`src/logic/video_settings.svh`:
```
// Shared widths, OSD status bit positions and HDMI crop constants, included by the video stages
`ifndef VIDEO_SETTINGS_SVH
`define VIDEO_SETTINGS_SVH

// Channel widths
`define VIDEO_COLOR_W       5       // Default game colour width
`define VIDEO_OUT_W         8       // Output channel width

// Sync offset control
`define VIDEO_OFS_W         4
`define VIDEO_SHIFT_DEPTH   16      // Entries in each sync delay line

// Field positions inside the 64-bit OSD status word
`define ST_FX_LSB           3       // Scanline FX, 3 bits
`define ST_HOFS_LSB         16
`define ST_VOFS_LSB         20
`define ST_CROP_EN_BIT      24
`define ST_VCOPT_LSB        25      // Crop option, 4 bits
`define ST_SCALE_LSB        29      // Crop scale, 3 bits

// Only a 1080p HDMI mode permits the 216-line crop
`define CROP_HDMI_W         1920
`define CROP_HDMI_H         1080
`define CROP_LINES          216

// Options from 6 upward wrap to negative offsets
`define CROP_WRAP           24

`endif
```
`src/logic/video_pkg.sv`:
```
// Packed struct types passed between the video front end stages
`include "video_settings.svh"

package video_pkg;

    // Video fields decoded from the OSD status word
    typedef struct packed {
        logic [`VIDEO_OFS_W-1:0] hoffset;     // Pixels to move hsync
        logic [`VIDEO_OFS_W-1:0] voffset;     // Lines to move vsync
        logic [2:0]              fx;          // Scanline effect, 0 = none
        logic                    crop_en;     // User asked for crop
        logic [3:0]              vcopt;       // Crop position option
        logic [2:0]              crop_scale;
    } video_cfg_t;

    // Raster timing, blanking active low
    typedef struct packed {
        logic hs;
        logic vs;
        logic lhbl;
        logic lvbl;
    } sync_t;

    typedef struct packed {
        logic [`VIDEO_OUT_W-1:0] r;
        logic [`VIDEO_OUT_W-1:0] g;
        logic [`VIDEO_OUT_W-1:0] b;
    } rgb24_t;

    // Vertical crop settings for the HDMI scaler
    typedef struct packed {
        logic        ok;          // Current video mode tolerates crop
        logic [4:0]  off;         // Signed, -16 to +15
        logic [11:0] size;        // Lines kept, 0 means no crop
    } crop_t;

    // HDMI output mode as reported by the platform
    typedef struct packed {
        logic [11:0] width;
        logic [11:0] height;
        logic        force_scan2x;
        logic        direct_video;
    } hdmi_mode_t;

endpackage

```
`src/logic/video_frontend.sv`:
```
// Base video front end: OSD decode, sync shift, colour expansion and HDMI crop control
`timescale 1ns/1ps
`include "video_settings.svh"

module video_frontend (
    input  logic                      clk_sys,
    input  logic                      rst,
    input  logic [63:0]               status,
    input  logic                      pxl_cen,
    input  logic                      pxl2_cen,
    input  logic [`VIDEO_COLOR_W-1:0] game_r,
    input  logic [`VIDEO_COLOR_W-1:0] game_g,
    input  logic [`VIDEO_COLOR_W-1:0] game_b,
    input  video_pkg::sync_t          game_sync,
    input  video_pkg::hdmi_mode_t     hdmi,
    output video_pkg::rgb24_t         video_rgb,
    output video_pkg::sync_t          video_sync,
    output video_pkg::crop_t          crop
);
    import video_pkg::*;

    video_cfg_t cfg;            // Shared by both branches
    sync_t      shifted_sync;

    status_decode u_status (
        .clk_sys    ( clk_sys       ),
        .rst        ( rst           ),
        .status     ( status        ),
        .cfg        ( cfg           )
    );

    // Video branch
    sync_shift u_sync_shift (
        .clk_sys    ( clk_sys       ),
        .rst        ( rst           ),
        .pxl_cen    ( pxl_cen       ),
        .pxl2_cen   ( pxl2_cen      ),
        .cfg        ( cfg           ),
        .sync_in    ( game_sync     ),
        .sync_out   ( shifted_sync  )
    );

    colour_expand #(
        .COLOR_W    ( `VIDEO_COLOR_W )
    ) u_colour (
        .clk_sys    ( clk_sys       ),
        .rst        ( rst           ),
        .game_r     ( game_r        ),
        .game_g     ( game_g        ),
        .game_b     ( game_b        ),
        .sync_in    ( shifted_sync  ),
        .rgb        ( video_rgb     ),
        .sync_out   ( video_sync    )
    );

    // Crop branch, status to crop in two cycles
    crop_control u_crop (
        .clk_sys    ( clk_sys       ),
        .rst        ( rst           ),
        .cfg        ( cfg           ),
        .hdmi       ( hdmi          ),
        .crop       ( crop          )
    );

endmodule

```
`src/logic/crop_control.sv`:
```
// Works out whether the HDMI output may crop to 216 lines and where the crop window sits
`timescale 1ns/1ps
`include "video_settings.svh"

module crop_control (
    input  logic                  clk_sys,
    input  logic                  rst,
    input  video_pkg::video_cfg_t cfg,
    input  video_pkg::hdmi_mode_t hdmi,
    output video_pkg::crop_t      crop
);
    import video_pkg::*;

    localparam logic [3:0] WRAP_FROM = 4'd6;   // First option with a negative offset

    crop_t      crop_next;
    logic       mode_1080p;
    logic       plain_video;
    logic [4:0] off_double;

    assign mode_1080p = hdmi.width == 12'(`CROP_HDMI_W) &&
                        hdmi.height == 12'(`CROP_HDMI_H);

    // Scanline FX, integer scaling and the scan doubler all
    // need the full picture height
    assign plain_video = cfg.fx == 3'd0 && cfg.crop_scale == 3'd0 &&
                         !hdmi.force_scan2x && !hdmi.direct_video;

    assign off_double = {cfg.vcopt, 1'b0};

    always_comb begin
        crop_next.ok = mode_1080p && plain_video;

        // Options 0..5 move down, 6..15 wrap to -12..+6 in 5-bit two's complement
        if (cfg.vcopt < WRAP_FROM) begin
            crop_next.off = off_double;
        end else begin
            crop_next.off = off_double - 5'(`CROP_WRAP);
        end

        crop_next.size = (crop_next.ok && cfg.crop_en) ? 12'(`CROP_LINES) : 12'd0;
    end

    always_ff @(posedge clk_sys) begin
        if (rst) begin
            crop <= '0;
        end else begin
            crop <= crop_next;
        end
    end

endmodule

```
`src/logic/colour_expand.sv`:
```
// Widens game colour to 8 bits per channel by bit repetition and registers it with the syncs
`timescale 1ns/1ps
`include "video_settings.svh"

module colour_expand #(
    parameter int COLOR_W = `VIDEO_COLOR_W      // 1 to 8
) (
    input  logic               clk_sys,
    input  logic               rst,
    input  logic [COLOR_W-1:0] game_r,
    input  logic [COLOR_W-1:0] game_g,
    input  logic [COLOR_W-1:0] game_b,
    input  video_pkg::sync_t   sync_in,
    output video_pkg::rgb24_t  rgb,
    output video_pkg::sync_t   sync_out
);
    import video_pkg::*;

    localparam int OUT_W = `VIDEO_OUT_W;

    rgb24_t rgb_next;

    // Repeat the channel from its MSB down until the output is full,
    // so full scale maps to full scale and black stays black
    function automatic logic [OUT_W-1:0] expand(input logic [COLOR_W-1:0] c);
        logic [OUT_W-1:0] w;
        for (int i = 0; i < OUT_W; i++) begin
            w[OUT_W-1-i] = c[COLOR_W-1-(i % COLOR_W)];
        end
        return w;
    endfunction

    always_comb begin
        rgb_next.r = expand(game_r);
        rgb_next.g = expand(game_g);
        rgb_next.b = expand(game_b);
    end

    always_ff @(posedge clk_sys) begin
        if (rst) begin
            rgb      <= '0;
            sync_out <= '0;     // Blanking active
        end else begin
            rgb      <= rgb_next;
            sync_out <= sync_in;
        end
    end

endmodule

```
`src/logic/sync_shift.sv`:
```
// Moves game hsync by whole pixels and vsync by whole lines to centre the picture on a CRT
`timescale 1ns/1ps
`include "video_settings.svh"

module sync_shift (
    input  logic                  clk_sys,
    input  logic                  rst,
    input  logic                  pxl_cen,
    input  logic                  pxl2_cen,
    input  video_pkg::video_cfg_t cfg,
    input  video_pkg::sync_t      sync_in,
    output video_pkg::sync_t      sync_out
);
    localparam int DEPTH = `VIDEO_SHIFT_DEPTH;

    logic             pxl1_cen;     // Pixel-centre strobe
    logic [DEPTH-1:0] hs_line;      // Entry 0 is the newest pixel
    logic [DEPTH-1:0] vs_line;      // Entry 0 is the newest line
    logic             hs_dly;
    logic             hs_dly_l;
    logic             hs_rise;
    logic             lhbl_q;
    logic             lvbl_q;

    // A pxl2_cen pulse without pxl_cen falls halfway through the pixel
    always_ff @(posedge clk_sys) begin
        if (rst) begin
            pxl1_cen <= 1'b0;
        end else begin
            pxl1_cen <= pxl2_cen & ~pxl_cen;
        end
    end

    // Pixel delay line for hsync
    always_ff @(posedge clk_sys) begin
        if (rst) begin
            hs_line <= '0;
        end else if (pxl1_cen) begin
            hs_line <= {hs_line[DEPTH-2:0], sync_in.hs};
        end
    end

    assign hs_dly  = hs_line[cfg.hoffset];
    assign hs_rise = hs_dly & ~hs_dly_l;    // One push per line

    always_ff @(posedge clk_sys) begin
        if (rst) begin
            hs_dly_l <= 1'b0;
        end else begin
            hs_dly_l <= hs_dly;
        end
    end

    // Line delay line for vsync, stepped by the already shifted hsync
    // so both syncs stay consistent when hoffset changes
    always_ff @(posedge clk_sys) begin
        if (rst) begin
            vs_line <= '0;
        end else if (hs_rise) begin
            vs_line <= {vs_line[DEPTH-2:0], sync_in.vs};
        end
    end

    // Blanking is not moved, only aligned with the register stage
    always_ff @(posedge clk_sys) begin
        if (rst) begin
            lhbl_q <= 1'b0;
            lvbl_q <= 1'b0;
        end else begin
            lhbl_q <= sync_in.lhbl;
            lvbl_q <= sync_in.lvbl;
        end
    end

    always_comb begin
        sync_out.hs   = hs_dly;
        sync_out.vs   = vs_line[cfg.voffset];
        sync_out.lhbl = lhbl_q;
        sync_out.lvbl = lvbl_q;
    end

endmodule

```
`src/logic/status_decode.sv`:
```
// Registers the video fields of the OSD status word for the sync and crop stages
`timescale 1ns/1ps
`include "video_settings.svh"

module status_decode (
    input  logic                  clk_sys,
    input  logic                  rst,
    input  logic [63:0]           status,
    output video_pkg::video_cfg_t cfg
);
    import video_pkg::*;

    video_cfg_t cfg_next;

    // Pick each field at its fixed OSD position
    always_comb begin
        cfg_next.hoffset    = status[`ST_HOFS_LSB +: `VIDEO_OFS_W];
        cfg_next.voffset    = status[`ST_VOFS_LSB +: `VIDEO_OFS_W];
        cfg_next.fx         = status[`ST_FX_LSB +: 3];        // Scanlines
        cfg_next.crop_en    = status[`ST_CROP_EN_BIT];
        cfg_next.vcopt      = status[`ST_VCOPT_LSB +: 4];
        cfg_next.crop_scale = status[`ST_SCALE_LSB +: 3];
    end

    // The OSD word comes from another clock domain in the full core.
    // One register stage here keeps the downstream logic short
    always_ff @(posedge clk_sys) begin
        if (rst) begin
            cfg <= '0;
        end else begin
            cfg <= cfg_next;
        end
    end

endmodule

```
`config.mk`:
```
export PLATFORM = sky130hd
export DESIGN_NAME = video_frontend
export DESIGN_NICKNAME = d
export VERILOG_FILES = /design/src/logic/video_pkg.sv /design/src/logic/video_frontend.sv /design/src/logic/crop_control.sv /design/src/logic/colour_expand.sv /design/src/logic/sync_shift.sv /design/src/logic/status_decode.sv
export VERILOG_INCLUDE_DIRS = /design/src /design/src/logic
export SDC_FILE = /design/constraint.sdc
export NUM_CORES = 1
export LEC_CHECK = 0
export ABC_AREA = 1
export CAP_MARGIN = 20
export CORE_ASPECT_RATIO = 0.7
export CORE_MARGIN = 2
export CORE_UTILIZATION = 53
export DETAILED_ROUTE_END_ITERATION = 16
export DONT_BUFFER_PORTS = 1
export GPL_TIMING_DRIVEN = 0
export PLACE_DENSITY = 0.72
export SYNTH_ARGS = -nofsm -noshare
export SYNTH_HDL_FRONTEND = slang
export SYNTH_SLANG_ARGS = --single-unit
```
`constraint.sdc`:
```
create_clock -name clk_sys -period 1.4 [get_ports clk_sys]
set_clock_uncertainty 0.1 [all_clocks]
set_input_delay 0.21 -clock clk_sys [delete_from_list [all_inputs] [get_ports clk_sys]]
set_output_delay 0.21 -clock clk_sys [all_outputs]
set_load 0.005 [all_outputs]
```
Word level (Yosys, flattened, before mapping)
Cells that the tools add are included.
W data, S select, Z words.
{"block": "totals", "register_bits": 100, "inputBits": 113, "elab_cells": 49}
{"block": "op_classes", "n_addsub": 1, "magnitude_cmp": 3, "eq_ne": 2, "muxes": 6, "bitwise_logic": 4, "reduce_logical": 11}
{"operator": "$eq A12 B11 Y1 const B", "n": 2}
{"operator": "$lt A4 B5 Y1 const B", "n": 2}
{"operator": "$bmux W1 S4", "n": 2}
{"operator": "$mux W8", "n": 1}
{"operator": "$logic_and A1 B1 Y1", "n": 6}
{"operator": "$logic_not A3 Y1", "n": 2}
{"operator": "$mux W5", "n": 1}
{"operator": "$sub A5 B5 Y5 const B", "n": 1}
{"operator": "$lt A4 B3 Y1 const B", "n": 1}
{"operator": "$and A1 B1 Y1", "n": 2}
{"operator": "$logic_not A1 Y1", "n": 2}
{"operator": "$mux W1", "n": 2}
{"operator": "$not A1 Y1", "n": 2}
{"operator": "$reduce_or A2 Y1", "n": 1}

Depth between registers and ports, before layout
{"block": "depth", "depth_word": 7, "depth_mapped": 11, "ltp_nobuf": 9}

Modules after synthesis
Synthesis repeated with hierarchy kept, for this count alone.
{"block": "hier_totals", "hier_cells": 445, "area_unflattened_um2": 3353.2}
{"module": "sync_shift", "instances": 1, "cells_each": 250, "area_each_um2": 1757.9, "seq_area_each_um2": 720.7}
{"module": "colour_expand", "instances": 1, "cells_each": 68, "area_each_um2": 616.8, "seq_area_each_um2": 380.4}
{"module": "status_decode", "instances": 1, "cells_each": 59, "area_each_um2": 549.3, "seq_area_each_um2": 380.4}
{"module": "crop_control", "instances": 1, "cells_each": 68, "area_each_um2": 429.2, "seq_area_each_um2": 120.1}

Worst setup path after synthesis
OpenSTA, ideal clock, no wires.
{"block": "synth_path", "path_type": "register to register", "from": "register, netlist name u_status.cfg[15]", "to": "register u_sync_shift.vs_line[10]", "setup_ns": 0.115, "arrival_ns": 1.166, "t_required_ns": 1.185, "setup_slack_ns": 0.019, "stages_incl_launch_ff": 12, "synth_period_minus_slack_ns": 1.381, "path_cell_list": "dfxtp_1 > buf_6 > inv_4 > nand2_1 > nand3_1 > nand3_1 > nand3_2 > nand2_4 > buf_6 > nand3_2 > nand2_1 > nor2_1"}
{"block": "synth_via", "elab_chain_len": 3}
{"element": "$bmux W1 S4", "line": "sync_shift.sv:43", "rtl": "assign hs_dly = hs_line[cfg.hoffset];"}
{"element": "$mux W1 (implied by the code)", "line": "sync_shift.sv:43"}
{"element": "$and A1 B1 Y1", "line": "sync_shift.sv:44", "rtl": "assign hs_rise = hs_dly & ~hs_dly_l;"}
{"element": "to (signal assigned)", "line": "sync_shift.sv:60", "rtl": "vs_line <= {vs_line[DEPTH-2:0], sync_in.vs};"}
{"element": "to (decl)", "line": "sync_shift.sv:18", "rtl": "logic [DEPTH-1:0] vs_line;"}
Every way passes these cells. The select of a mux whose other input is x is not followed.
A chain may end at the register's enable or synchronous reset.

Worst setup path in the final report
{"block": "layout_path", "from": "register, netlist name u_status.cfg[15]", "to": "register u_sync_shift.vs_line[6]"}
{"block": "layout_via", "elab_chain_len": 3}
{"element": "$bmux W1 S4", "line": "sync_shift.sv:43"}
{"element": "$mux W1 (implied by the code)", "line": "sync_shift.sv:43"}
{"element": "$and A1 B1 Y1", "line": "sync_shift.sv:44"}
Every way passes these cells. The select of a mux whose other input is x is not followed.

==> results.toml <==
[global_routing]
grt_pass1_vias = 2718
grt_pass1_wl_um = 13200
grtUsageTotal_pct = 24.7
grt_max_degree = 15
grt_antenna_before_repair = 0
grt_overflow = 0

[cts]
cts_tree = "done"
root_buffer = "clkbuf_8"
clk_latency_ps = 370
cts_sinks = 79
clkTransAtPathRegs_ps = 90
cts-htree-levels = 3
cts_buffers = 9
clock_path_buffers = 2

[die]
coreArea_um2 = 5810
die_w_um = 97.4
row_count = 23
floorplan.initialDensity_pct = 55.6
die_h_um = 69.4
die-area_um2 = 6750
io_pins = 159

[sta]
layout_min_cycle_time_ps = 1620
rsz0062_at_grt = "true"
tightest_slew_ps = 582
hold_viol_final = 0
tns_ps = -2620
setup_ws_ps = -223
finalMaxSlewViolations = 0
fmax_mhz = 616
setup_violations = 17
whs_ps = 3.47
fin_crit_sh_pct = 116
relSlewSlack_pct = 61.2

[logic_synthesis]
syn_inst = 424
yosysSeqAreaShare_pct = 48.9
synth_seq_cells = 79
netlist_area_um2 = 3230
ys_warn_count = 0
synth_async_sr_flop_share_pct = 0
synth.top_cells.by_count = "86 x inv_1, 79 x dfxtp_1, 61 x nor2_1, 44 x a21oi_1, 37 x nand2_1"
ys_types = 22
yosysMostFrequentCell = "inv_1"
synth_area_leaders = "dfxtp_1 49%, inv_1 10%, nor2_1 7.1%"
synth_area_leader_cell = "dfxtp_1"
synth-edff-count = 0
yosys.area.top_type_share_pct = 48.9
synth_flop_cell = "dfxtp_1"
syn_avg_cell_area_um2 = 7.63

[drt]
ant_nets = 0
drc = 0
wirelength_um = 8740
wl_per_cell_um = 15.0
drtIter0Drc = 194
num_vias = 2908
viasPerCell = 4.99
dr.pass1.iters = 4

[final_layout]
regArea_um2 = 1580
fill_cells = 389
nets = 617
final_area_um2 = 4340
multi_input_area_um2 = 1210
area_delta_synth_final_pct = 34.1
final_util_pct = 74.6
layout-drive-gt1-share_pct = 18.9
num_antenna_cells = 0

[power]
ir_worst_vdd_uv = 1040
clockPowerShare_pct = 33.9
sequentialPowerShare_pct = 49.2
p_leak_nw = 2.01
p_sw_mw = 1.43
pwr_density_cell_nw_per_um2 = 1170
swShare_pct = 28.2
p_int_mw = 3.65
pwr-share-comb_pct = 16.9

[critical_path]
crit_family = "simple AND/OR/NAND/NOR gates"
worstSetupPathType = "flop to flop"
crit_path_top_delay_cell = "dfxtp_2"
critical_path_buf_inv_count = 3
startpoint_type = "flop"
cp.arrival_ps = 1780
path_cells = "buf_6, inv_6, nand2_1, nand3_1, nand3_2, nand3_4, nand2_8, clkbuf_16, nand3_2, nand2_1, nor2_1"
cp_max_fo = 7
worstSetupEndpointType = "flop"
critical_path.max_stage_delay_ps = 360
cp.required_ps = 1560

[placed_design]
numPortBuffers = 0
preCtsSetupSlack_ps = -134
gp_congestion = 0.917
dp_hpwl_um = 4810
place_area_um2 = 3360

[flow_run]
maxCapViolCount = 0

[hold_path]
hp-class = "primary input to flop"

[outcome]
outcome = "complete, but fails checks"
violations = "negative setup slack"
==> flip-flops by register name (all words and copies together) (netlist names) <==
signal,flops
u_colour.rgb,15
u_colour.sync_out,4
u_crop.crop,6
u_sync_shift.lhbl_q,1
u_sync_shift.vs_line,16
u_status.cfg,19
u_sync_shift.pxl1_cen,1
u_sync_shift.lvbl_q,1
u_sync_shift.hs_line,16
==> final cells by class <==
type / count / share of cell area [%]
sequential: 79 / 36.5
multi-input combinational: 225 / 27.9
timing repair buffer: 60 / 14.5
inverter: 87 / 7.65
buffer: 41 / 6.75
clock buffer: 10 / 2.94
tap: 75 / 2.16
clock inverter: 6 / 1.59
==> per-layer routing <==
metal  up-vias  part of all wire (%)  GRT usage [%]  routed length [um]
met3        24                   8.6           10.4                 752
met2       125                    46           38.1                4060
li1       1427                     -              -                   -
met5         -                     0              0                   0
met4         0                   2.8           8.02                 248
met1      1332                    42           31.6                3680
==> path summary, 6_finish.rpt <==
| check | start | endpoint | slack [ps] | depth (start not counted) |
|---|---|---|---|---|
| hold reg to reg | u_status.cfg[3] | u_crop.crop[13] | 310 | 2 |
| hold / removal | game_sync[2] | u_sync_shift.vs_line[0] | 3 | 4 |
| setup / recovery | u_status.cfg[15] | u_sync_shift.vs_line[6] | -220 | 11 |
| setup reg to reg | u_status.cfg[15] | u_sync_shift.vs_line[6] | -220 | 11 |
==> placed cells by master (no fill, tap or decap), types with 3 or more instances in the layout <==
cell type and instances:
a21oi_1 34, a21oi_2 10, buf_2 5, buf_4 24, clkbuf_1 8, clkbuf_2 3
clkbuf_8 9, conb_1 9, dfxtp_1 77, dlygate4sd3_1 55, inv_1 86, inv_6 3
nand2_1 34, nand2_2 3, nand3_1 12, nand3_2 21, nor2_1 60, nor4_1 4
o21ai_0 25
==> cell families after synthesis <==
logic type / share of synthesized area [%]
other: 0.116
DFF: 48.9
and+or+nand+nor: 21.2
adders and majority gates: 0.387
buffers and inverters: 18.6
AOI/OAI and AO/OA: 10.8
==> tightest hold or removal path, cell delays in order <==
cell     delay [ps]
inv_1            60
nand3_1          70
nand2_1          60
nor2_1           30
==> timing repair <==
action                                 4_1_cts  5_1_grt
hold buffers                                55        0
pin swaps                                    0        5
gates resized for setup                      4       39
endpoints found under the hold margin       40        0
setup endpoints to repair                   23       18
setup buffers                                1        1
gates cloned                                 0        3
==> power groups by stage <==
stage	Sequential, mW	Combinational [mW]	Clock (mW)
4_1_cts	2.48	0.702	1.71
6_report	2.50	0.858	1.72
3_3_place_gp	2.53	0.559	0
2_1_floorplan	2.51	0.478	0
5_1_grt	2.51	0.942	1.84
3_5_place_dp	2.53	0.573	0
==> metrics by stage <==
step                power (mW)  cells
detailed placement        3.11    507
finish                    5.08    583
CTS                       4.89    579
global route              5.30    583
floorplan                 2.99    432
global placement          3.09    507
(Power assumes the default switching activity.)
